==> config.mk <==
export PLATFORM = sky130hd
export DESIGN_NAME = lsu_io_regs
export DESIGN_NICKNAME = d
export VERILOG_FILES = /design/src/hw/lsu_pkg.sv /design/src/hw/lsu_io_regs.sv
export SDC_FILE = /design/constraint.sdc
export NUM_CORES = 1
export LEC_CHECK = 0
export BUFFER_PORTS_ARGS = -buffer_cell sky130_fd_sc_hd__buf_2
export CAP_MARGIN = 20
export CORE_MARGIN = 1
export CORE_UTILIZATION = 40
export CTS_BUF_LIST = sky130_fd_sc_hd__clkbuf_16
export CTS_CLUSTER_SIZE = 14
export DETAILED_ROUTE_END_ITERATION = 12
export PLACE_DENSITY = 0.65
export RECOVER_POWER = 50
export SLEW_MARGIN = 5
export SYNTH_ARGS = -nofsm -noshare
export SYNTH_HDL_FRONTEND = slang
export SYNTH_SLANG_ARGS = --single-unit
==> constraint.sdc <==
create_clock -name i_clk -period 3.25 [get_ports i_clk]
set_clock_uncertainty 0.05 [all_clocks]
set_input_delay 0.1625 -clock i_clk [delete_from_list [all_inputs] [get_ports i_clk]]
set_output_delay 0.1625 -clock i_clk [all_outputs]
set_load 0.005 [all_outputs]
==> src/hw/lsu_pkg.sv <==
// widths, access and region codes, address map and shared structs for the load/store unit
package lsu_pkg;

  typedef logic [31:0] word_t;    // data word
  typedef logic [31:0] addr_t;    // byte address
  typedef logic [3:0]  byte_en_t; // one bit per byte lane
  typedef logic [1:0]  lane_t;    // byte offset in a word
  typedef logic [2:0]  access_t;  // load/store kind
  typedef logic [2:0]  region_t;  // decoded target
  typedef logic [6:0]  seg7_t;    // one digit, segments g..a

  // access codes, stores first
  localparam access_t ACC_SB  = 3'd0;
  localparam access_t ACC_SH  = 3'd1;
  localparam access_t ACC_SW  = 3'd2;
  localparam access_t ACC_LB  = 3'd3;
  localparam access_t ACC_LH  = 3'd4;
  localparam access_t ACC_LW  = 3'd5;
  localparam access_t ACC_LBU = 3'd6;
  localparam access_t ACC_LHU = 3'd7;

  // region codes; the five output registers are contiguous from REG_LEDR
  localparam region_t REG_NONE  = 3'd0;
  localparam region_t REG_MEM   = 3'd1;
  localparam region_t REG_LEDR  = 3'd2;
  localparam region_t REG_LEDG  = 3'd3;
  localparam region_t REG_HEX30 = 3'd4;
  localparam region_t REG_HEX74 = 3'd5;
  localparam region_t REG_LCD   = 3'd6;
  localparam region_t REG_SW    = 3'd7;

  localparam int MEM_BYTES   = 2048;
  localparam int MEM_WORDS   = MEM_BYTES / 4;
  localparam int MEM_AW      = $clog2(MEM_WORDS); // word index width
  localparam int NUM_IO_REGS = 5;                 // ledr, ledg, hex30, hex74, lcd

  localparam logic [15:0] IO_BASE = 16'h1000; // output bank, addr[31:16]
  localparam logic [15:0] SW_BASE = 16'h1001; // switches, addr[31:16]
  localparam int IO_SEL_LSB = 12;             // 4-bit peripheral index starts here

  // one request, valid for one cycle
  typedef struct packed {
    addr_t   addr;
    word_t   wdata;
    access_t access;
    logic    wren;
  } lsu_req_t;

  // load context carried to the data cycle
  typedef struct packed {
    region_t region;
    access_t access;
    lane_t   lane;
  } load_ctrl_t;

  // peripheral outputs
  typedef struct packed {
    word_t       ledr;
    word_t       ledg;
    seg7_t [0:7] hex; // digit 0 first
    word_t       lcd;
  } io_out_t;

endpackage

==> src/hw/lsu_io_regs.sv <==
// lsu_io_regs: output peripheral registers, switch input register and their read port
`timescale 1ns/1ps

module lsu_io_regs (
  input  logic              i_clk,
  input  logic              i_reset,
  input  logic              i_we,
  input  lsu_pkg::region_t  i_region,
  input  lsu_pkg::byte_en_t i_byte_en,
  input  lsu_pkg::word_t    i_wdata,
  input  lsu_pkg::word_t    i_io_sw,
  output lsu_pkg::word_t    o_rdata,
  output lsu_pkg::io_out_t  o_io
);
  import lsu_pkg::*;

  word_t      io_q [NUM_IO_REGS]; // ledr, ledg, hex30, hex74, lcd
  word_t      sw_q;
  logic [2:0] io_idx;

  assign io_idx = i_region - REG_LEDR; // only meaningful for output regions

  always_ff @(posedge i_clk) begin
    if (i_reset) begin
      for (int r = 0; r < NUM_IO_REGS; r++) begin
        io_q[r] <= '0;
      end
      sw_q <= '0;
    end else begin
      sw_q <= i_io_sw; // sampled every edge
      if (i_we) begin
        for (int b = 0; b < 4; b++) begin
          if (i_byte_en[b]) begin
            io_q[io_idx][8*b +: 8] <= i_wdata[8*b +: 8];
          end
        end
      end
    end
  end

  // read port, one cycle like the memory
  always_ff @(posedge i_clk) begin
    case (i_region)
      REG_LEDR, REG_LEDG, REG_HEX30, REG_HEX74, REG_LCD: o_rdata <= io_q[io_idx];
      REG_SW:  o_rdata <= sw_q;
      default: o_rdata <= '0; // memory and unmapped
    endcase
  end

  always_comb begin
    o_io.ledr = io_q[0];
    o_io.ledg = io_q[1];
    o_io.lcd  = io_q[4];
    // digit k takes bits 6:0 of byte k mod 4
    for (int k = 0; k < 4; k++) begin
      o_io.hex[k]     = io_q[2][8*k +: 7];
      o_io.hex[k + 4] = io_q[3][8*k +: 7];
    end
  end

endmodule

==> key figures <==
Timing
  • RSZ-0062 raised after global routing: no
  • Final Hold Vio Count: 0
  • Fin crit share: 64.26%
  • Final Worst Setup Slack: 1162 ps
  • Worst Tran Pin Value: 1039 ps
  • Max frequency: 478.8 MHz
  • Setup TNS: 0 ps
  • Final setup fails: 0
  • Slew Limit Headroom: 30.73%
  • Max-slew violation count: 0
  • Final min period: 2088 ps
  • Fin Hold WS: 121.0 ps

Critical path
  • CP Capture Type: register
  • WP buf/inv: 1
  • Startpoint Class: primary input
  • Reg-to-reg slack, setup: 1900 ps
  • Top delay family on crit path: simple AND/OR/NAND/NOR gates
  • Slowest cell on the critical path: nor2_1
  • CP peak stage delay: 670 ps
  • R2R depth: 4
  • Worst r2r src: io_q[5][1]
  • Crit-path max FO: 23
  • CP Cell Sequence: buf_2, ha_1, nand3_1, nor2_1, or2_2
  • Worst Path Arrival: 2220 ps
  • Critical R2R Capture: o_rdata[1]
  • Crit Path Class: in -> reg
  • CP required: 3380 ps

Floorplan
  • Core area: 33700 sq um
  • IO Pins: 258
  • Row count: 67
  • DIE WIDTH: 187.4 um
  • Starting density of the core: 40.79%
  • Die area: 35110 sq um
  • Die Ht: 187.4 um

Detailed routing
  • Pre-antenna DRT Iters: 7
  • Initial DRC count: 626
  • Overall routed net length: 37430 um
  • Post-DRT Antenna Nets: 0
  • Routed len/inst: 21.48 um
  • Vias per inst: 5.059
  • Residual DRC: 0
  • Via count: 8818

Logic synthesis
  • Ys async rst share: 0%
  • Ys Warns: 0
  • Post-synthesis sequential area ratio: 65.24%
  • Syn avg cell area: 13.75 sq um
  • Net Count, Synth: 1078
  • Flop and latch count out of synthesis: 320
  • Number of synthesized flops with an enable pin: 256
  • Netlist Area Pre-Place: 13750 sq um
  • Distinct cell type count after synthesis: 37
  • Mapped Cells: 1000
  • Top_reg_cell synth: edfxtp_1

Cells and area
  • Most common cell after layout, fill and taps aside: edfxtp_1
  • Final Util: 49.30%
  • Fraction of layout cells with a size suffix above 1: 20.80%
  • Most frequent cells in the layout: 256 x edfxtp_1, 134 x and2_1, 131 x clkbuf_1
  • Layout area overhead: 20.85%
  • # nets final: 1345

Placement
  • Pre-CTS worst setup slack: 595.3 ps
  • RePlAce Congestion: 0.8058
  • Dpl hpwl: 25920 um
  • Port bufs: 257

Worst hold path
  • Worst Hold Path Cells: 3
  • Hold WC Path Type: in -> reg
  • Hold EP: sw_q[29]
  • Hold_sp: i_reset

Clock network
  • CTS H-Tree Depth: 2
  • Clock Latency Late Sink: 510 ps
  • Num CTS Buffers: 34
  • Post-CTS sizing: 0
  • Clk root buf: clkbuf_16
  • Hold-fix buffers at CTS: 64
  • CTS tree: done
  • CTS clk-pin slew, worst paths: 60 ps
  • Setup repair bufs after CTS: 0
  • Clk sinks: 320
  • Max Root-Sink Buffers: 3

Run
  • Max Cap Viol: 0

Power
  • Pwr/cell area: 569.3 nW/um^2
  • Total power: 9.459 mW
  • Max IR drop VDD: 341.0 uV
  • P_leak: 6.042 nW

GRT
  • Largest net degree at the start of global routing: 72
  • Gr usage total: 21.09%
  • Global-route wire length before repair: 55990 um
  • Congestion Overflow GR: 0
  • Vias in the first global route: 9026
  • Initial antenna violation count: 2

Status
  • Run status: completed
==> Yosys cell counts, types with 2 or more instances <==
library cell | instances | area [sq um]
edfxtp_1 | 256 | 7687
and2_1 | 168 | 1051
nor2b_1 | 68 | 425.4
dfxtp_1 | 64 | 1281
buf_4 | 60 | 450.4
nand2_1 | 40 | 150.1
nor2_1 | 36 | 135.1
mux2i_1 | 32 | 320.3
mux2_2 | 22 | 247.7
or2_2 | 21 | 131.4
buf_2 | 20 | 100.1
o21ai_0 | 20 | 100.1
clkbuf_1 | 19 | 71.32
mux4_2 | 18 | 405.4
a32oi_1 | 17 | 148.9
o21ai_1 | 17 | 85.08
a211o_1 | 14 | 122.6
or3_1 | 14 | 87.58
a22o_1 | 11 | 96.34
o22ai_1 | 11 | 68.82
a21oi_1 | 10 | 50.05
nand2b_1 | 10 | 62.56
o31ai_2 | 10 | 125.1
buf_6 | 6 | 67.56
nor2_2 | 6 | 37.54
ha_1 | 4 | 50.05
nand3_1 | 4 | 20.02
nor3_2 | 4 | 40.04
a211oi_1 | 3 | 22.52
a32o_1 | 3 | 30.03
nor3_1 | 3 | 15.01
inv_1 | 2 | 7.510
nor3b_1 | 2 | 15.01
o31ai_1 | 2 | 15.01
==> layer usage <==
layer | part of all wire (%) | routed length [um] | vias up | track usage (%)
li1 | - | - | 4090 | -
met1 | 44 | 16610 | 4373 | 28.16
met2 | 48 | 17850 | 300 | 34.93
met3 | 5.6 | 2109 | 55 | 3.865
met4 | 2.3 | 862 | 0 | 6.473
met5 | 0 | 0 | - | 0
==> cell families (layout without fill, tap and decap cells) <==
kind of cell	after synthesis	count (layout)	synth area share [%]
DFF	320	320	65.24
adders and majority gates	4	4	0.3641
buffers and inverters	107	400	5.070
muxes	72	72	7.081
AOI/OAI and AO/OA	119	119	6.362
and+or+nand+nor	378	378	15.88
other	0	2	0
==> per-stage QoR <==
step | cells | instance area [sq um]
after floorplan | 1000 | 13750
after global placement | 1615 | 15040
after detailed placement | 1615 | 15040
after CTS | 1741 | 16790
after global routing | 1743 | 16610
final | 1743 | 16610
==> worst max path at each step <==
stage | from | to | slack (ps) | depth (start not counted)
2_1_floorplan | i_region[1] | o_rdata[1] | 1230 | 9
3_3_place_gp | i_region[2] | io_q[3][9] | 720 | 5
3_5_place_dp | i_region[2] | io_q[3][10] | 600 | 5
4_1_cts | i_region[2] | io_q[3][13] | 1130 | 5
5_1_grt | i_region[2] | io_q[3][13] | 1070 | 5
6_report | i_region[2] | io_q[3][13] | 1160 | 5
==> layout make-up <==
| cell class | instances | area, sq um |
|---|---|---|
| fill | 3064 | 17090 |
| inverter | 2 | 7.507 |
| tap | 448 | 560.5 |
| timing repair buffer | 336 | 1881 |
| sequential | 320 | 8969 |
| multi-input combinational | 573 | 4078 |
| antenna | 2 | 5.005 |
| clock inverter | 25 | 187.7 |
| clock buffer | 37 | 925.9 |
==> state kept, by name, indices dropped and copies added, names as in the netlist <==
name,cells
sw_q,32
o_rdata,32
io_q,256
==> tightest hold or removal path: stages <==
cell and delay, ps:
buf_2 140, buf_4 220, nor2b_1 120
==> report_power, final <==
| part | internal [mW] | switching [mW] | leakage (nW) | total [mW] |
|---|---|---|---|---|
| Clock | 2.29 | 1.56 | 0.578 | 3.85 |
| Combinational | 0.376 | 0.484 | 2.54 | 0.860 |
| Sequential | 4.63 | 0.117 | 2.93 | 4.75 |
(Power assumes the default switching activity.)
