==> src/hw/lsu_pkg.sv <==
// widths, access and region codes, address map and shared structs for the load/store unit
package lsu_pkg;

  typedef logic [31:0] word_t;    // data word
  typedef logic [31:0] addr_t;    // byte address
  typedef logic [3:0]  byte_en_t; // one bit per byte lane
  typedef logic [1:0]  lane_t;    // byte offset in a word
  typedef logic [2:0]  access_t;  // load/store kind
  typedef logic [2:0]  region_t;  // decoded target
  typedef logic [6:0]  seg7_t;    // one digit, segments g..a

  // access codes, stores first
  localparam access_t ACC_SB  = 3'd0;
  localparam access_t ACC_SH  = 3'd1;
  localparam access_t ACC_SW  = 3'd2;
  localparam access_t ACC_LB  = 3'd3;
  localparam access_t ACC_LH  = 3'd4;
  localparam access_t ACC_LW  = 3'd5;
  localparam access_t ACC_LBU = 3'd6;
  localparam access_t ACC_LHU = 3'd7;

  // region codes; the five output registers are contiguous from REG_LEDR
  localparam region_t REG_NONE  = 3'd0;
  localparam region_t REG_MEM   = 3'd1;
  localparam region_t REG_LEDR  = 3'd2;
  localparam region_t REG_LEDG  = 3'd3;
  localparam region_t REG_HEX30 = 3'd4;
  localparam region_t REG_HEX74 = 3'd5;
  localparam region_t REG_LCD   = 3'd6;
  localparam region_t REG_SW    = 3'd7;

  localparam int MEM_BYTES   = 2048;
  localparam int MEM_WORDS   = MEM_BYTES / 4;
  localparam int MEM_AW      = $clog2(MEM_WORDS); // word index width
  localparam int NUM_IO_REGS = 5;                 // ledr, ledg, hex30, hex74, lcd

  localparam logic [15:0] IO_BASE = 16'h1000; // output bank, addr[31:16]
  localparam logic [15:0] SW_BASE = 16'h1001; // switches, addr[31:16]
  localparam int IO_SEL_LSB = 12;             // 4-bit peripheral index starts here

  // one request, valid for one cycle
  typedef struct packed {
    addr_t   addr;
    word_t   wdata;
    access_t access;
    logic    wren;
  } lsu_req_t;

  // load context carried to the data cycle
  typedef struct packed {
    region_t region;
    access_t access;
    lane_t   lane;
  } load_ctrl_t;

  // peripheral outputs
  typedef struct packed {
    word_t       ledr;
    word_t       ledg;
    seg7_t [0:7] hex; // digit 0 first
    word_t       lcd;
  } io_out_t;

endpackage

==> src/hw/lsu_store_align.sv <==
// lsu_store_align: byte-enable mask and lane placement of store data
`timescale 1ns/1ps

module lsu_store_align (
  input  lsu_pkg::access_t  i_access,
  input  lsu_pkg::lane_t    i_lane,
  input  lsu_pkg::word_t    i_wdata,
  output lsu_pkg::byte_en_t o_byte_en,
  output lsu_pkg::word_t    o_wdata
);
  import lsu_pkg::*;

  always_comb begin
    case (i_access)
      ACC_SB: begin
        o_byte_en = byte_en_t'(4'b0001 << i_lane);
        o_wdata   = {4{i_wdata[7:0]}}; // byte copied to every lane
      end
      ACC_SH: begin
        o_byte_en = i_lane[1] ? 4'b1100 : 4'b0011; // offset bit 0 ignored
        o_wdata   = {2{i_wdata[15:0]}};
      end
      ACC_SW: begin
        o_byte_en = 4'b1111; // whole word regardless of offset
        o_wdata   = i_wdata;
      end
      default: begin
        // loads write nothing
        o_byte_en = 4'b0000;
        o_wdata   = i_wdata;
      end
    endcase
  end

endmodule

==> config.mk <==
export PLATFORM = sky130hd
export DESIGN_NAME = lsu_store_align
export DESIGN_NICKNAME = d
export VERILOG_FILES = /design/src/hw/lsu_pkg.sv /design/src/hw/lsu_store_align.sv
export SDC_FILE = /design/constraint.sdc
export NUM_CORES = 1
export LEC_CHECK = 0
export BUFFER_PORTS_ARGS = -buffer_cell sky130_fd_sc_hd__buf_2
export CAP_MARGIN = 20
export CORE_ASPECT_RATIO = 1.2
export CORE_UTILIZATION = 32
export DETAILED_ROUTE_END_ITERATION = 10
export PLACE_DENSITY_LB_ADDON = 0.08
export SLEW_MARGIN = 20
export SYNTH_ARGS = -nofsm -noshare
export SYNTH_HDL_FRONTEND = slang
export SYNTH_SLANG_ARGS = --single-unit
==> constraint.sdc <==
create_clock -name vclk -period 1.16
set_input_delay 0.058 -clock vclk [all_inputs]
set_output_delay 0.058 -clock vclk [all_outputs]
set_load 0.02 [all_outputs]
==> metrics, run 1 <==
Critical Path Fanout Max=4; Synth area leaders=mux2_2 (31%), mux2i_1 (16%), a21oi_1 (12%); Critical Path Source=i_access[1]; min Tclk post-route=roughly 1.1 ns; Internal=about 0.19 mW; Seq cells=0; Seq/Total Area, Yosys=0; Max IR drop VDD=0.217 mV; FP Rows=15; crit end category=primary output; Worst Hold Class=in2out; crit share post-route=0.936; final hold violations=0; 1st-pass router iterations=4; Yosys Warn Count=0; Comb power frac=1.000; Final #Nets=173; Vias/cell=~4.8; Sequential cell area=0 um2; Port-buffer cells=73; status=finished, final reports clean; top cell type's share of synthesized area=0.313; Synth Cell Area=503 um2; Slew headroom=0.877; Max Cap Viol=0; CP startpoint kind=primary input; Total Wirelength=roughly 1500 um; Post-DP HPWL=1280 um; first-pass GRT wire length=roughly 2100 um; vias in the first global route=~550; Crit-path slowest cell=mux2_2; WP buf/inv=3; initial core utilization=0.348; RSZ-0062 raised after global routing=no; post-CTS setup buffers=0; clk_buf instances=0; routability cong.=between 0.6 and 0.7; Final Power=0.427 mW; die area=approximately 1700 um2; layout cell share with drive strength beyond 1=0.716; Core Region=roughly 1400 um2; max-slew violations=0; DR WL/cell=10.0 um; most used cell, CP=buf_2; CP max stage delay=approximately 0.32 ns; Seq pwr share=0; n_diodes=0; leakage=around 0.50 nW; I/O pin count=between 70 and 80; largest net degree at the start of global routing=13; Worst-Margin Slew=about 0.18 ns; cells after synthesis=66; Die Y=roughly 45 um; P&R area growth vs syn=70.1%; Required @ worst endpoint=between 1 and 1.5 ns; PostCTS Resize Cnt=0; Crit path depth=5; Global Route Usage Sum=0.155; FMAX=921 MHz; CP Cell Sequence=buf_2, nor3_4, buf_4, mux2_2, buf_2; number of antenna-violating nets in the routed design=0; initial antenna violation count=0; DR vias=a little over 700; Sw Pwr=~0.24 mW; WS Path Type=in2out; final setup TNS=0 ns; total gr overflow=0; critical path's top delay family=buffers and inverters; DRC=0; worst setup path end=o_wdata[10]; Yosys top cell by area=mux2_2; Die W=~38 um; Clk pwr share=0; Final setup violation count=0; Synth Net Count=~100; DRT iter0 DRCs=8; switching share of power=0.563; Power per Cell Area=~500 nW/um2; hold buffers post-CTS=0; Avg Cell Area, Syn=approximately 7.6 um2; library cells used by synthesis=14; CP Data Arrival Time=1.03 ns
==> area by class of cell <==
class	count	area, um2
inverter	2	7.51
fill	143	589
tap	17	21.3
multi-input combinational	52	409
timing repair buffer	80	418
==> through the flow <==
step / instance area [um2] / util / worst slack (ns) / std cells / hold slack [ns]
2_1_floorplan: 503 / - / 0.160 / 66 / 0.229
3_3_place_gp: 856 / 0.592 / 0.0750 / 151 / 0.371
3_5_place_dp: 856 / 0.592 / 0.0676 / 151 / 0.374
4_1_cts: 856 / 0.592 / 0.0594 / 151 / 0.374
5_1_grt: 856 / 0.592 / 0.0225 / 151 / 0.391
6_report: 856 / 0.592 / 0.0737 / 151 / 0.373
==> cells in the final DEF, fill, tap and decap left out <==
cell type and count:
nand2b_1 1, mux2i_1 8, mux2_2 14, nor2_4 1, nor3_4 1, a21oi_1 12, nor2_1 10, buf_4 7
o21ai_0 2, buf_2 73, inv_1 2, a21o_1 1, mux2_1 2
==> power by group through the flow <==
stage	combinational, mW	sequential (mW)	clock [mW]
2_1_floorplan	0.272	0	0
6_report	0.427	0	0
3_3_place_gp	0.423	0	0
5_1_grt	0.459	0	0
3_5_place_dp	0.429	0	0
4_1_cts	0.431	0	0
==> cell usage after synthesis, drive strengths merged <==
library cell  instances
inv                   2
nor3                  1
nor2                 11
nand2b                1
o21ai                 2
mux2i                 8
buf                  12
mux2                 16
a21oi                12
a21o                  1
==> how the worst min path moves through the flow <==
| stage | start | end | slack (ns) | cells after the start |
|---|---|---|---|---|
| 3_5_place_dp | i_wdata[1] | o_wdata[1] | 0.37 | 2 |
| 4_1_cts | i_wdata[1] | o_wdata[1] | 0.37 | 2 |
| 2_1_floorplan | i_wdata[0] | o_wdata[0] | 0.23 | 1 |
| 6_report | i_wdata[1] | o_wdata[1] | 0.37 | 2 |
| 3_3_place_gp | i_wdata[4] | o_wdata[4] | 0.37 | 2 |
| 5_1_grt | i_wdata[7] | o_wdata[7] | 0.39 | 2 |
==> cell families after synthesis <==
family	count (synthesis)	share of synthesized area
buf+inv	14	0.187
compound gates	15	0.154
simple gates	13	0.142
mux	24	0.517
==> per-layer routing <==
metal | vias to the layer above | routed length, um | GRT usage
met2 | 47 | 804 | 0.319
met1 | 311 | 552 | 0.173
met4 | 0 | 0 | 0
met5 | - | 0 | 0
met3 | 0 | 156 | 0.0147
li1 | 363 | - | -
(Power assumes the default switching activity.)
==> run 2: changes to the inputs <==
==> constraint.sdc (replaced) <==
create_clock -name vclk -period 1.16
set_input_delay 0.232 -clock vclk [all_inputs]
set_output_delay 0.232 -clock vclk [all_outputs]
set_load 0.02 [all_outputs]
==> metrics, run 2 (synthesis gave the netlist of run 1 again) <==
status=complete, but fails checks; failing checks=setup timing; CP startpoint kind=primary input; Seq cells=0; max-slew violations=0; min Tclk post-route=between 1 and 1.5 ns; Final setup violation count=28; n_diodes=0; clk_buf instances=0; DR vias=about 760; RSZ-0062 raised after global routing=yes; Die Y=about 45 um; crit end category=primary output; Final #Nets=180; Die W=~38 um; Area after DPL=~960 um2; WS Path Type=in2out; FP Rows=15; number of antenna-violating nets in the routed design=0; CP Data Arrival Time=roughly 1.2 ns; worst setup path end=o_wdata[11]; Post-DP HPWL=approximately 1300 um; Vias/cell=~4.8; largest net degree at the start of global routing=13; commonest non-fill, non-tap cells in the layout=buf_2 (46), buf_6 (23), mux2_4 (16); Critical Path Fanout Max=4; DRT iter0 DRCs=1; P&R area growth vs syn=147%; first-pass GRT wire length=between 2000 and 3000 um; Fin Hold WS=approximately 0.73 ns; total gr overflow=0; Final Cell Area=between 1000 and 1500 um2; initial core utilization=0.348; DR WL/cell=around 13 um; Worst-Margin Slew=0.221 ns; DRC=0; I/O pin count=between 70 and 80; Max IR drop VDD=between 0.2 and 0.3 mV; Port-buffer cells=73; Layout Utilization=0.860; CP Cell Sequence=buf_8, nor3_4, buf_6, mux2_4, buf_6; Sequential cell area=0 um2; Slew headroom=0.851; leakage=roughly 0.65 nW; layout cell share with drive strength beyond 1=0.879; initial antenna violation count=0; PnR worst setup slack=-0.219 ns; fill cell count=80; Crit path depth=5; Global Route Usage Sum=0.225; most used cell, CP=buf_6; WP buf/inv=3; critical path's top delay family=buffers and inverters; Worst Hold Class=in2out; die area=between 1500 and 2000 um2; routability cong.=between 0.6 and 0.7; FMAX=725 MHz; CP max stage delay=0.31 ns; 1st-pass router iterations=3; commonest non-fill, non-tap cell in the layout=buf_2; Crit-path slowest cell=mux2_4; Power per Cell Area=around 500 nW/um2; Required @ worst endpoint=0.93 ns; Critical Path Source=i_access[0]; crit share post-route=1.19; Final Power=about 0.63 mW; final hold violations=0; Core Region=about 1400 um2; vias in the first global route=between 600 and 700; Max Cap Viol=0; Total Wirelength=2010 um
==> run 2: report_power, final <==
part	internal [mW]	total, mW	switching (mW)
sequential	0	0	0
combinational	0.329	0.630	0.301
clock	0	0	0
==> run 2: stage by stage <==
step	setup TNS [ns]	instances	setup slack (ns)
6_report	-4.12	158	-0.219
5_1_grt	-4.97	158	-0.240
3_5_place_dp	-5.68	156	-0.277
3_3_place_gp	-5.58	156	-0.273
4_1_cts	-4.01	158	-0.205
2_1_floorplan	-1.12	66	-0.106
==> run 2: timing repair <==
action	CTS	global route
hold buffers	0	0
setup endpoints to repair	28	28
gates resized for setup	72	9
buffers inserted	1	0
gates cloned	1	0
pin swaps	3	1
==> run 2: how the worst min path moves through the flow <==
stage	from	to	slack (ns)	cells past startpoint
3_3_place_gp	i_wdata[3]	o_wdata[3]	0.72	2
6_report	i_wdata[3]	o_wdata[3]	0.73	2
5_1_grt	i_wdata[0]	o_wdata[0]	0.75	2
4_1_cts	i_wdata[3]	o_wdata[3]	0.73	2
2_1_floorplan	i_wdata[0]	o_wdata[0]	0.58	1
3_5_place_dp	i_wdata[0]	o_wdata[0]	0.72	2
==> run 2: area by class of cell <==
cell class	count	area, um2	area share
multi-input combinational	52	559	0.450
inverter	2	7.51	0.00604
tap	17	21.3	0.0171
timing repair buffer	87	654	0.527
==> run 2: per-layer routing <==
layer,routed length [um],up-vias,track usage
li1,-,378,-
met1,701,341,0.255
met2,1170,42,0.461
met3,138,0,0.0196
met4,0,0,0
met5,0,-,0
==> run 3: changes to the inputs <==
Settings changed: TNS_END_PERCENT set to 1.
==> metrics, run 3 (synthesis gave the netlist of run 1 again) <==
post-CTS setup buffers=0; Port-buffer cells=between 70 and 80; vias in the first global route=slightly below 600; Core Region=about 1400 um2; CP Data Arrival Time=~1.1 ns; initial core utilization=0.348; max-slew violations=0; Total Wirelength=1680 um; die area=about 1700 um2; Finished Layout Cells=around 150; min Tclk post-route=roughly 1.4 ns; Required @ worst endpoint=just over 0.9 ns; WS Path Type=in2out; Max Cap Viol=0; FMAX=between 700 and 800 MHz; critical path's top delay family=buffers and inverters; crit end category=primary output; multi-input logic area=slightly below 500 um2; Layout Utilization=0.741; Crit-path slowest cell=mux2_4; final hold violations=0; top layer in use=met3; PnR worst setup slack=-0.205 ns; Final Cell Area=1070 um2; CP Cell Sequence=buf_8, nor3_4, buf_6, mux2_4, buf_6; status=complete, but fails checks; RSZ-0062 raised after global routing=yes; Final setup violation count=28; Met1 Wirelength=approximately 590 um; Sequential cell area=0 um2; DRC=0; initial antenna violation count=0; n_diodes=0; clk_buf instances=0; Worst Hold Class=in2out; CP max stage delay=around 0.3 ns; largest net degree at the start of global routing=13; Slew headroom=0.848; met2 WL post-DR=between 900 and 1000 um; Vias/cell=a little under 5; Post-DP HPWL=roughly 1200 um; commonest non-fill, non-tap cells in the layout=buf_2 (56), buf_6 (16), mux2_4 (12); DR WL/cell=10.9 um; Post-Place Worst Slack=-0.275 ns; Post-Place Cells=approximately 150; crit share post-route=1.18; Global Route Usage Sum=0.186; I/O pin count=73; failing checks=setup timing; Die W=~38 um; DR WL met3=about 140 um; DR vias=745; Final #Nets=176; hold buffers post-CTS=0; commonest non-fill, non-tap cell in the layout=buf_2; Critical Path Fanout Max=4; CP startpoint kind=primary input; P&R area growth vs syn=113%; number of antenna-violating nets in the routed design=0; Die Y=about 45 um; FP Rows=15; routability cong.=roughly 0.66; layout cell share with drive strength beyond 1=0.810; DRT iter0 DRCs=4; first-pass GRT wire length=around 2400 um; Max IR drop VDD=roughly 0.25 mV; most used cell, CP=buf_6; Seq cells=0; Area after DPL=923 um2; Worst-Margin Slew=0.225 ns; 1st-pass router iterations=2; WP buf/inv=3; Power per Cell Area=between 500 and 600 nW/um2; Final Power=approximately 0.54 mW; Fin Hold WS=slightly above 0.7 ns; total gr overflow=0; leakage=about 0.59 nW; final setup TNS=-4.20 ns; fill cell count=119
run 3: changes by cell type in the layout (fill, tap and decap cells not counted), moves of 3 or more:
cell / delta
nor2_2: -4
nor2_1: +6
buf_2: +10
buf_6: -7
buf_8: -3
mux2_4: -4
mux2_2: +4
mux2i_1: +3
buf_4: -4
run 3: area by class of cell:
class,count,share of cell area
repair buffers,83,0.514
multi-input cells,52,0.459
well taps,17,0.0199
inverters,2,0.00701
run 3: timing repair:
item                       CTS  global route
pin swaps                    2             1
setup endpoints to repair   28            28
gates resized for setup     32            13
run 3: report_power, final:
part / switching [mW] / internal, mW
clock: 0 / 0
combinational: 0.270 / 0.267
sequential: 0 / 0
total: 0.270 / 0.267
run 3: worst paths after layout:
kind / from / endpoint / slack [ns] / depth (start not counted)
worst max-delay path: i_access[0] / o_wdata[9] / -0.21 / 5
worst min-delay path: i_wdata[0] / o_wdata[0] / 0.72 / 2
run 3: routing by layer:
| layer | GRT usage | vias up |
|---|---|---|
| met1 | 0.206 | 335 |
| met2 | 0.386 | 42 |
| met4 | 0 | 0 |
| met3 | 0.0147 | 0 |
| met5 | 0 | - |
| li1 | - | 368 |
