[src/hw/lsu_pkg.sv]
// widths, access and region codes, address map and shared structs for the load/store unit
package lsu_pkg;

  typedef logic [31:0] word_t;    // data word
  typedef logic [31:0] addr_t;    // byte address
  typedef logic [3:0]  byte_en_t; // one bit per byte lane
  typedef logic [1:0]  lane_t;    // byte offset in a word
  typedef logic [2:0]  access_t;  // load/store kind
  typedef logic [2:0]  region_t;  // decoded target
  typedef logic [6:0]  seg7_t;    // one digit, segments g..a

  // access codes, stores first
  localparam access_t ACC_SB  = 3'd0;
  localparam access_t ACC_SH  = 3'd1;
  localparam access_t ACC_SW  = 3'd2;
  localparam access_t ACC_LB  = 3'd3;
  localparam access_t ACC_LH  = 3'd4;
  localparam access_t ACC_LW  = 3'd5;
  localparam access_t ACC_LBU = 3'd6;
  localparam access_t ACC_LHU = 3'd7;

  // region codes; the five output registers are contiguous from REG_LEDR
  localparam region_t REG_NONE  = 3'd0;
  localparam region_t REG_MEM   = 3'd1;
  localparam region_t REG_LEDR  = 3'd2;
  localparam region_t REG_LEDG  = 3'd3;
  localparam region_t REG_HEX30 = 3'd4;
  localparam region_t REG_HEX74 = 3'd5;
  localparam region_t REG_LCD   = 3'd6;
  localparam region_t REG_SW    = 3'd7;

  localparam int MEM_BYTES   = 2048;
  localparam int MEM_WORDS   = MEM_BYTES / 4;
  localparam int MEM_AW      = $clog2(MEM_WORDS); // word index width
  localparam int NUM_IO_REGS = 5;                 // ledr, ledg, hex30, hex74, lcd

  localparam logic [15:0] IO_BASE = 16'h1000; // output bank, addr[31:16]
  localparam logic [15:0] SW_BASE = 16'h1001; // switches, addr[31:16]
  localparam int IO_SEL_LSB = 12;             // 4-bit peripheral index starts here

  // one request, valid for one cycle
  typedef struct packed {
    addr_t   addr;
    word_t   wdata;
    access_t access;
    logic    wren;
  } lsu_req_t;

  // load context carried to the data cycle
  typedef struct packed {
    region_t region;
    access_t access;
    lane_t   lane;
  } load_ctrl_t;

  // peripheral outputs
  typedef struct packed {
    word_t       ledr;
    word_t       ledg;
    seg7_t [0:7] hex; // digit 0 first
    word_t       lcd;
  } io_out_t;

endpackage

[src/hw/lsu_load_extract.sv]
// lsu_load_extract: load source select, lane shift and sign or zero extension
`timescale 1ns/1ps

module lsu_load_extract (
  input  lsu_pkg::load_ctrl_t i_ld_ctrl,
  input  lsu_pkg::word_t      i_mem_rdata,
  input  lsu_pkg::word_t      i_io_rdata,
  output lsu_pkg::word_t      o_ld_data
);
  import lsu_pkg::*;

  word_t       src;
  logic [7:0]  ld_byte;
  logic [15:0] ld_half;

  always_comb begin
    case (i_ld_ctrl.region)
      REG_NONE: src = '0;
      REG_MEM:  src = i_mem_rdata;
      default:  src = i_io_rdata; // any peripheral or switches
    endcase
  end

  // same lane positions as the store side
  assign ld_byte = src[8*i_ld_ctrl.lane +: 8];
  assign ld_half = i_ld_ctrl.lane[1] ? src[31:16] : src[15:0];

  always_comb begin
    case (i_ld_ctrl.access)
      ACC_LB:  o_ld_data = {{24{ld_byte[7]}}, ld_byte};
      ACC_LBU: o_ld_data = {24'd0, ld_byte};
      ACC_LH:  o_ld_data = {{16{ld_half[15]}}, ld_half};
      ACC_LHU: o_ld_data = {16'd0, ld_half};
      default: o_ld_data = src; // LW, and stores already carry REG_NONE
    endcase
  end

endmodule

[config.mk]
export PLATFORM = sky130hd
export DESIGN_NAME = lsu_load_extract
export DESIGN_NICKNAME = d
export VERILOG_FILES = /design/src/hw/lsu_pkg.sv /design/src/hw/lsu_load_extract.sv
export SDC_FILE = /design/constraint.sdc
export NUM_CORES = 1
export LEC_CHECK = 0
export BUFFER_PORTS_ARGS = -buffer_cell sky130_fd_sc_hd__buf_2
export CAP_MARGIN = 0
export CORE_MARGIN = 5
export CORE_UTILIZATION = 34
export DETAILED_ROUTE_END_ITERATION = 6
export PLACE_DENSITY = 0.68
export SLEW_MARGIN = 0
export SYNTH_ARGS = -nofsm -noshare
export SYNTH_HDL_FRONTEND = slang
export SYNTH_SLANG_ARGS = --single-unit
[constraint.sdc]
create_clock -name vclk -period 2.16
set_input_delay 0.324 -clock vclk [all_inputs]
set_output_delay 0.324 -clock vclk [all_outputs]
set_load 0.005 [all_outputs]
==> summary.md, run 1 <==
| Metric | Value |
|---|---|
| Initial antenna violation count | 0 |
| Largest net degree at the start of global routing | 29 |
| Number of DRC markers in iteration 0 | 235 |
| DRT Wirelength | 7036 um |
| Multi-input gate area | between 1500 and 2000 um2 |
| Mapped Area | 1508 um2 |
| Worst hold slack | 1.037 ns |
| Die Width | 76.59 um |
| Kind of critical path | input pin to output pin |
| Hold Violations, Final | 0 |
| Placed Area | 2354 um2 |
| Most instantiated cells after synthesis | nand2_1 (41), a21oi_1 (26), nor2_1 (22) |
| Worst hold path type | input pin to output pin |
| Die Span Y | between 70 and 80 um |
| FILL cells | 426 |
| Vias in the first global route | 2139 |
| Seq/Total Area, Yosys | 0% |
| Post-route DRC | 0 |
| Failing checks | setup timing |
| Antenna diodes | 0 |
| Placer Congestion | 0.8056 |
| Synth Net Count | 327 |
| Yosys cell types | 34 |
| Fmax | 461.3 MHz |
| Area Overhead vs Synth | 76.85% |
| Max Cap Viol | 0 |
| Register area | 0 um2 |
| Die area | about 6000 um2 |
| Worst Setup End Kind | output pin |
| Post-synth top area cell | mux4_2 |
| Worst-margin pin slew | 0.3484 ns |
| Post-DRT Antenna Nets | 0 |
| Share of cells above drive strength 1 | 49.87% |
| Worst setup margin | -0.007841 ns |
| First-pass DRT Iterations | 7 |
| Nets | 459 |
| Required @ worst endpoint | 1.84 ns |
| Num sequential | 0 |
| Syn Area/Cell | 5.913 um2 |
| Total track usage | 20.23% |
| Slew margin rel. | 76.53% |
| Core area | ~4300 um2 |
| Number of buffers added on ports | roughly 100 |
| IO Pins | about 100 |
| Leakage power | between 0.001 and 0.0015 uW |
| DR WL/cell | roughly 16 um |
| CP Launch Type | input pin |
| Status | finished, violations left |
| Remaining Overflow, GRT | 0 |
| Worst EP arrival | 1.84 ns |
| RSZ-0062 raised after global routing | true |
| # clk buffers | 0 |
| Top cell type's share of synthesized area | a little over a tenth |
| Top-count cell post-synth | nand2_1 |
| Site Rows | 24 |
| Design area | 2666 um2 |
| Max VDD drop | 0.1041 mV |
| Final worst-path cycle share | 100.4% |
| CP Max Fanout | 8 |
| Synthesis Warnings | 0 |
| Hold buffers post-CTS | 0 |
| Max Slew Vio Count | 0 |
| Hpwl dp | around 5200 um |
| DR vias/cell | 5.739 |
| Vias | 2508 |
| Pwr/cell area | 246.3 nW/um2 |
| Initial Util | 34.87% |
| First-pass GRT wire length | ~10000 um |
| Crit path time final | 2.168 ns |
| Largest cells by area after synthesis | mux4_2 (10%), nand2_1 (10%), a21oi_1 (8.6%) |
| Mapped Cells | 255 |
| Final setup viols | 1 |
==> critical path, cell delays in order <==
cell and delay, ns:
buf_12 0.11, or2_4 0.31, clkbuf_16 0.17, o21ai_4 0.14, nor2_1 0.06, mux4_2 0.46, a21oi_2 0.13, buf_2 0.13
==> power breakdown <==
group	internal, uW	switching [uW]
logic	334	322
registers	0	0
clock network	0	0
==> cells by family after synthesis <==
kind of cell           after synthesis  synth area share, %
AO/OA/AOI/OAI                      109                44.81
AND/OR/NAND/NOR                    108                34.11
buffers and inverters               30                10.04
multiplexers                         7                10.46
XOR/XNOR                             1               0.5810
==> cells in the final DEF (no fill, tap or decap), types with 2 or more instances in the layout <==
| cell type | count |
|---|---|
| o21ai_1 | 4 |
| nand3_1 | 13 |
| and3_1 | 8 |
| o21ai_4 | 7 |
| buf_12 | 7 |
| o2111ai_1 | 6 |
| o21ai_2 | 3 |
| nor2_1 | 19 |
| buf_4 | 45 |
| inv_1 | 2 |
| a31oi_1 | 12 |
| a21oi_1 | 19 |
| buf_2 | 102 |
| nand2b_1 | 11 |
| nor2_2 | 3 |
| nand4_1 | 8 |
| a21oi_2 | 7 |
| o22ai_1 | 17 |
| o21ai_0 | 8 |
| mux4_2 | 7 |
| nand2_1 | 41 |
| clkbuf_16 | 2 |
| o21a_1 | 16 |
==> worst paths after layout <==
check / start / endpoint / slack, ns / cells past startpoint
max: i_ld_ctrl[7] / o_ld_data[4] / -0.008 / 8
min: i_io_rdata[3] / o_ld_data[3] / 1.04 / 4
==> metrics by stage <==
| stage | total power (uW) | utilization [%] | setup slack (ns) | instances | TNS [ns] |
|---|---|---|---|---|---|
| global placement | 558.0 | 54.43 | -0.1175 | 429 | -0.9886 |
| global route | 711.0 | 61.66 | -0.08272 | 437 | -1.483 |
| CTS | 595.8 | 56.68 | -0.001452 | 429 | -0.001452 |
| detailed placement | 566.6 | 54.43 | -0.1247 | 429 | -2.388 |
| finish | 656.7 | 61.66 | -0.007841 | 437 | -0.007841 |
| floorplan | 297.0 | - | 0.1073 | 255 | 0 |
==> area by class of cell <==
class                      count  share of cell area (%)
multi-input combinational    225                   57.63
tap                           52                   2.440
timing repair buffer         157                   39.51
inverter                       3                  0.4223
==> routing by layer <==
metal  vias up  track usage, %  part of all wire (%)
met2       118           37.33                    53
met4         0          0.6993                  0.38
met3         4           2.364                   7.6
met1      1159           26.27                    39
met5         -               0                     0
li1       1227               -                     -
==> what timing repair did <==
action | in CTS | in global routing
endpoints found under the setup margin | 31 | 31
buffers inserted | 0 | 6
gates cloned | 0 | 2
pin swaps | 3 | 11
gates resized for setup | 23 | 27
Power figures use the tool's default switching activity.
==> run 2, diff against run 1 <==
- clock period: 2.16 -> 2.5 ns (I/O delays scaled with it)
==> summary.md, run 2 (same netlist as run 1, synthesis figures left out) <==
| Metric | Value |
|---|---|
| First-pass GRT wire length | 10460 um (+1.6%) |
| CP Max Fanout | 13 (+5) |
| Vias | 2397 (-4.4%) |
| Final setup viols | 0 (-1) |
| Post-route DRC | 0 (unchanged) |
| Worst Setup End Kind | output pin |
| Initial Util | 34.87% (unchanged) |
| Hold Violations, Final | 0 (unchanged) |
| Fmax | 415.9 MHz |
| Register area | 0 um2 (unchanged) |
| Max Cap Viol | 0 (unchanged) |
| Number of buffers added on ports | 104 (unchanged) |
| Num sequential | 0 (unchanged) |
| Most frequent cells in the layout | buf_2 (104), nand2_1 (41), a21oi_1 (26), buf_4 (25), nor2_1 (22) |
| Core area | 4324 um2 (unchanged) |
| Share of cells above drive strength 1 | 40.95% (-8.9 points) |
| DRT Wirelength | 6470 um (-8.0%) |
| Worst hold path type | input pin to output pin |
| Final worst-path cycle share | 96.17% |
| Max Slew Vio Count | 0 (unchanged) |
| Max VDD drop | 0.09269 mV (-11%) |
| IO Pins | 104 (unchanged) |
| Worst EP arrival | 2.03 ns (+0.19 ns) |
| Leakage power | 0.001077 uW (-16%) |
| Remaining Overflow, GRT | 0 (unchanged) |
| Die Width | 76.59 um (unchanged) |
| Initial antenna violation count | 0 (unchanged) |
| Vias in the first global route | 2296 (+7.3%) |
| Worst hold slack | 1.139 ns (+0.1015 ns) |
| Total track usage | 20.39% (+0.16 points) |
| Nets | 433 (-5.7%) |
| Kind of critical path | input pin to output pin |
| Post-CTS setup buffer count | 0 (unchanged) |
| Site Rows | 24 (unchanged) |
| Final Util | 50.87% (-11 points) |
| RSZ-0062 raised after global routing | true |
| Die Span Y | 76.59 um (unchanged) |
| Largest net degree at the start of global routing | 29 (unchanged) |
| Hpwl dp | 5141 um (-1.8%) |
| Number of DRC markers in iteration 0 | 175 (-26%) |
| Placer Congestion | 0.8088 (+0.40%) |
| Hold buffers post-CTS | 0 (unchanged) |
| DR WL/cell | 15.74 um (-2.2%) |
| Antenna diodes | 0 (unchanged) |
| Slew margin rel. | 62.43% (-14 points) |
| Crit path time final | 2.404 ns |
| Pwr/cell area | 210.6 nW/um2 (-14%) |
| CTS resizes | 0 (-100%) |
| Status | finished clean |
| First-pass DRT Iterations | 5 (-2) |
| Required @ worst endpoint | 2.12 ns (+0.28 ns) |
| Die area | 5866 um2 (unchanged) |
| DR vias/cell | 5.832 (+1.6%) |
| Commonest non-fill, non-tap cell in the layout | buf_2 |
| CP Launch Type | input pin |
| Worst-margin pin slew | 0.5615 ns (+0.2131 ns) |
| # clk buffers | 0 (unchanged) |
| Area Overhead vs Synth | 45.89% |
| Post-DRT Antenna Nets | 0 (unchanged) |
run 2: cell count changes in the layout (fill, tap and decap cells not counted), sizes merged:
| cell | change |
|---|---|
| buf | -24 |
| clkbuf | -2 |
run 2: through the flow:
step                setup slack, ns  instances  total power [uW]  instance area, um2   TNS, ns
finish                      0.09572        411             463.3                2200         0
global route               -0.01147        411             511.6                2200  -0.02192
CTS                         0.06780        411             457.3                2181         0
detailed placement          0.07117        411             454.9                2181         0
global placement             0.1045        411             447.9                2181         0
floorplan                    0.3453        255             256.6                1508         0
run 2: power breakdown:
| part | total [uW] | internal [uW] | switching, uW |
|---|---|---|---|
| Clock | 0 | 0 | 0 |
| Combinational | 463 | 224 | 239 |
| Sequential | 0 | 0 | 0 |
run 2: critical path: stages:
cell and delay [ns]:
buf_2 0.14, or2_4 0.30, buf_4 0.21, o21ai_2 0.21, nor2_1 0.06, mux4_2 0.46
a21oi_1 0.14, buf_2 0.13
run 2: per-layer routing:
layer	global-route usage [%]	share of wire, %	vias to the layer above
met5	0	0	-
met4	2.098	0.80	0
met3	2.719	8.3	8
met2	37.59	51	118
met1	25.74	40	1094
li1	-	-	1177
run 2: path summary, 6_finish.rpt:
check	slack, ns	depth (start not counted)	start	end
max	0.1	8	i_ld_ctrl[7]	o_ld_data[0]
min	1.14	4	i_io_rdata[1]	o_ld_data[1]
run 2: layout make-up:
class	instances	area (um2)
Tap cell	52	65.06
Inverter	3	11.26
Timing Repair Buffer	131	748.2
Fill cell	463	2125
Multi-Input combinational cell	225	1375
==> run 3, diff against run 2 <==
- CELL_PAD_IN_SITES_DETAIL_PLACEMENT: default -> 1
- CELL_PAD_IN_SITES_GLOBAL_PLACEMENT: default -> 2
- CORE_UTILIZATION: 34 -> 21
- PLACE_DENSITY: 0.68 -> default
- PLACE_DENSITY_LB_ADDON: default -> 0.1
==> summary.md, run 3 (same netlist as run 1, synthesis figures left out) <==
| Metric | Value |
|---|---|
| Status | finished clean |
| CP max-delay cell | mux4_2 |
| Worst hold path type | input pin to output pin |
| Worst hold start | i_io_rdata[5] |
| Fin cells | 461 (+12%) |
| Worst Path Buf+Inv | 3 (unchanged) |
| Final setup viols | 0 (unchanged) |
| Nets | 439 (+1.4%) |
| CP cell instances | buf_2 > or2_4 > buf_4 > o21ai_1 > nor2_1 > mux4_2 > a21oi_1 > buf_2 |
| Number of DRC markers in iteration 0 | 143 (-18%) |
| DR WL/cell | 17.84 um (+13%) |
| DRT Wirelength | 8222 um (+27%) |
| Placed cell count | 461 (+12%) |
| DR vias/cell | 5.137 (-12%) |
| Worst Setup End Kind | output pin |
| Kind of cell adding the most delay to the critical path | buffers and inverters |
| IO Pins | 104 (unchanged) |
| Placer Congestion | 0.7847 (-3.0%) |
| # clk buffers | 0 (unchanged) |
| Hold Violations, Final | 0 (unchanged) |
| Core area | 6907 um2 (+60%) |
| Worst hold slack | 1.141 ns (+0.002430 ns) |
| Worst setup margin | 0.04221 ns (-0.05351 ns) |
| Remaining Overflow, GRT | 0 (unchanged) |
| Max VDD drop | 0.05920 mV (-36%) |
| Max Cap Viol | 0 (unchanged) |
| Final worst-path cycle share | 98.31% (+2.1 points) |
| Max Slew Vio Count | 0 (unchanged) |
| Slew margin rel. | 58.18% (-4.2 points) |
| First-pass DRT Iterations | 4 (-1) |
| Hold buffers post-CTS | 0 (unchanged) |
| CP Max Fanout | 9 (-4) |
| Number of buffers added on ports | 104 (unchanged) |
| Post-route DRC | 0 (unchanged) |
| Leakage power | 0.001112 uW (+3.3%) |
| Site Rows | 30 (+25%) |
| Most frequent cells in the layout | buf_2 (104), nand2_1 (41), buf_4 (29), a21oi_1 (26), nor2_1 (22) |
| Hpwl dp | 6557 um (+28%) |
| Hold Path End | o_ld_data[5] |
| Pwr/cell area | 211.6 nW/um2 (+0.48%) |
| CP Launch Type | input pin |
| Largest net degree at the start of global routing | 29 (unchanged) |
| Hold Path Depth | 4 (unchanged) |
| Worst-margin pin slew | 0.6250 ns (+0.06350 ns) |
| Required @ worst endpoint | 2.12 ns (about the same) |
| Die Width | 94.73 um (+24%) |
| Vias in the first global route | 2483 (+8.1%) |
| Crit path time final | 2.458 ns (+0.05351 ns) |
| Kind of critical path | input pin to output pin |
| Commonest non-fill, non-tap cell in the layout | buf_2 |
| Post-CTS setup buffer count | 0 (unchanged) |
| RSZ-0062 raised after global routing | true |
| Post-DRT Antenna Nets | 0 (unchanged) |
| Worst EP arrival | 2.08 ns (+0.05 ns) |
| Largest stage delay on the critical path | 0.45 ns (about the same) |
| Antenna diodes | 0 (unchanged) |
| Die area | 8974 um2 (+53%) |
| Initial Util | 21.83% (-13 points) |
| Initial antenna violation count | 0 (unchanged) |
| CP startpoint | i_ld_ctrl[7] |
| Fmax | 406.9 MHz (-2.2%) |
| Area Overhead vs Synth | 55.10% |
| Vias | 2368 (-1.2%) |
| First-pass GRT wire length | 12720 um (+22%) |
| Num sequential | 0 (unchanged) |
| Top cell by count, worst path | buf_2 |
| Register area | 0 um2 (unchanged) |
| Setup TNS | 0 ns (unchanged) |
| Share of cells above drive strength 1 | 41.92% (+0.97 points) |
| Worst slack, placed | -0.007550 ns (-0.07872 ns) |
| Total track usage | 17.42% (-3.0 points) |
| Die Span Y | 94.73 um (+24%) |
## run 3: changes by cell type in the layout (fill, tap and decap cells not counted), sizes merged
cell	before	now
buf	131	137
## run 3: worst max-delay path by stage
stage | endpoint | slack, ns | cells past startpoint
2_1_floorplan | o_ld_data[3] | 0.35 | 8
3_3_place_gp | o_ld_data[4] | 0.05 | 8
3_5_place_dp | o_ld_data[4] | -0.008 | 8
4_1_cts | o_ld_data[1] | 0.006 | 8
5_1_grt | o_ld_data[6] | -0.05 | 8
6_report | o_ld_data[6] | 0.04 | 8
## run 3: area by class of cell
cell class                      count  area (um2)
Timing Repair Buffer              137       818.3
Multi-Input combinational cell    225        1389
Inverter                            3       11.26
Fill cell                         972        4568
Tap cell                           96       120.1
## run 3: timing repair
action,CTS,global route
endpoints found under the setup margin,1,13
endpoints found under the hold margin,0,0
resized for setup,1,6
## run 3: metal layers
metal	GRT usage (%)	part of all wire, %	vias up
li1	-	-	1183
met1	24.45	46	1103
met2	29.54	47	73
met3	1.673	6.2	9
met4	2.163	0.97	0
met5	0	0	-
## run 3: metrics by stage
step	cell area [um2]	power (uW)	util, %
after floorplan	1508	256.6	-
after detailed placement	2306	491.3	33.39
after CTS	2310	495.0	33.44
after global routing	2338	547.9	33.86
after global placement	2306	485.4	33.39
final	2338	494.9	33.86
## run 3: power breakdown
| group | leakage [uW] | switching, uW | internal, uW |
|---|---|---|---|
| clock network | 0 | 0 | 0 |
| logic | 0.00111 | 257 | 238 |
| registers | 0 | 0 | 0 |
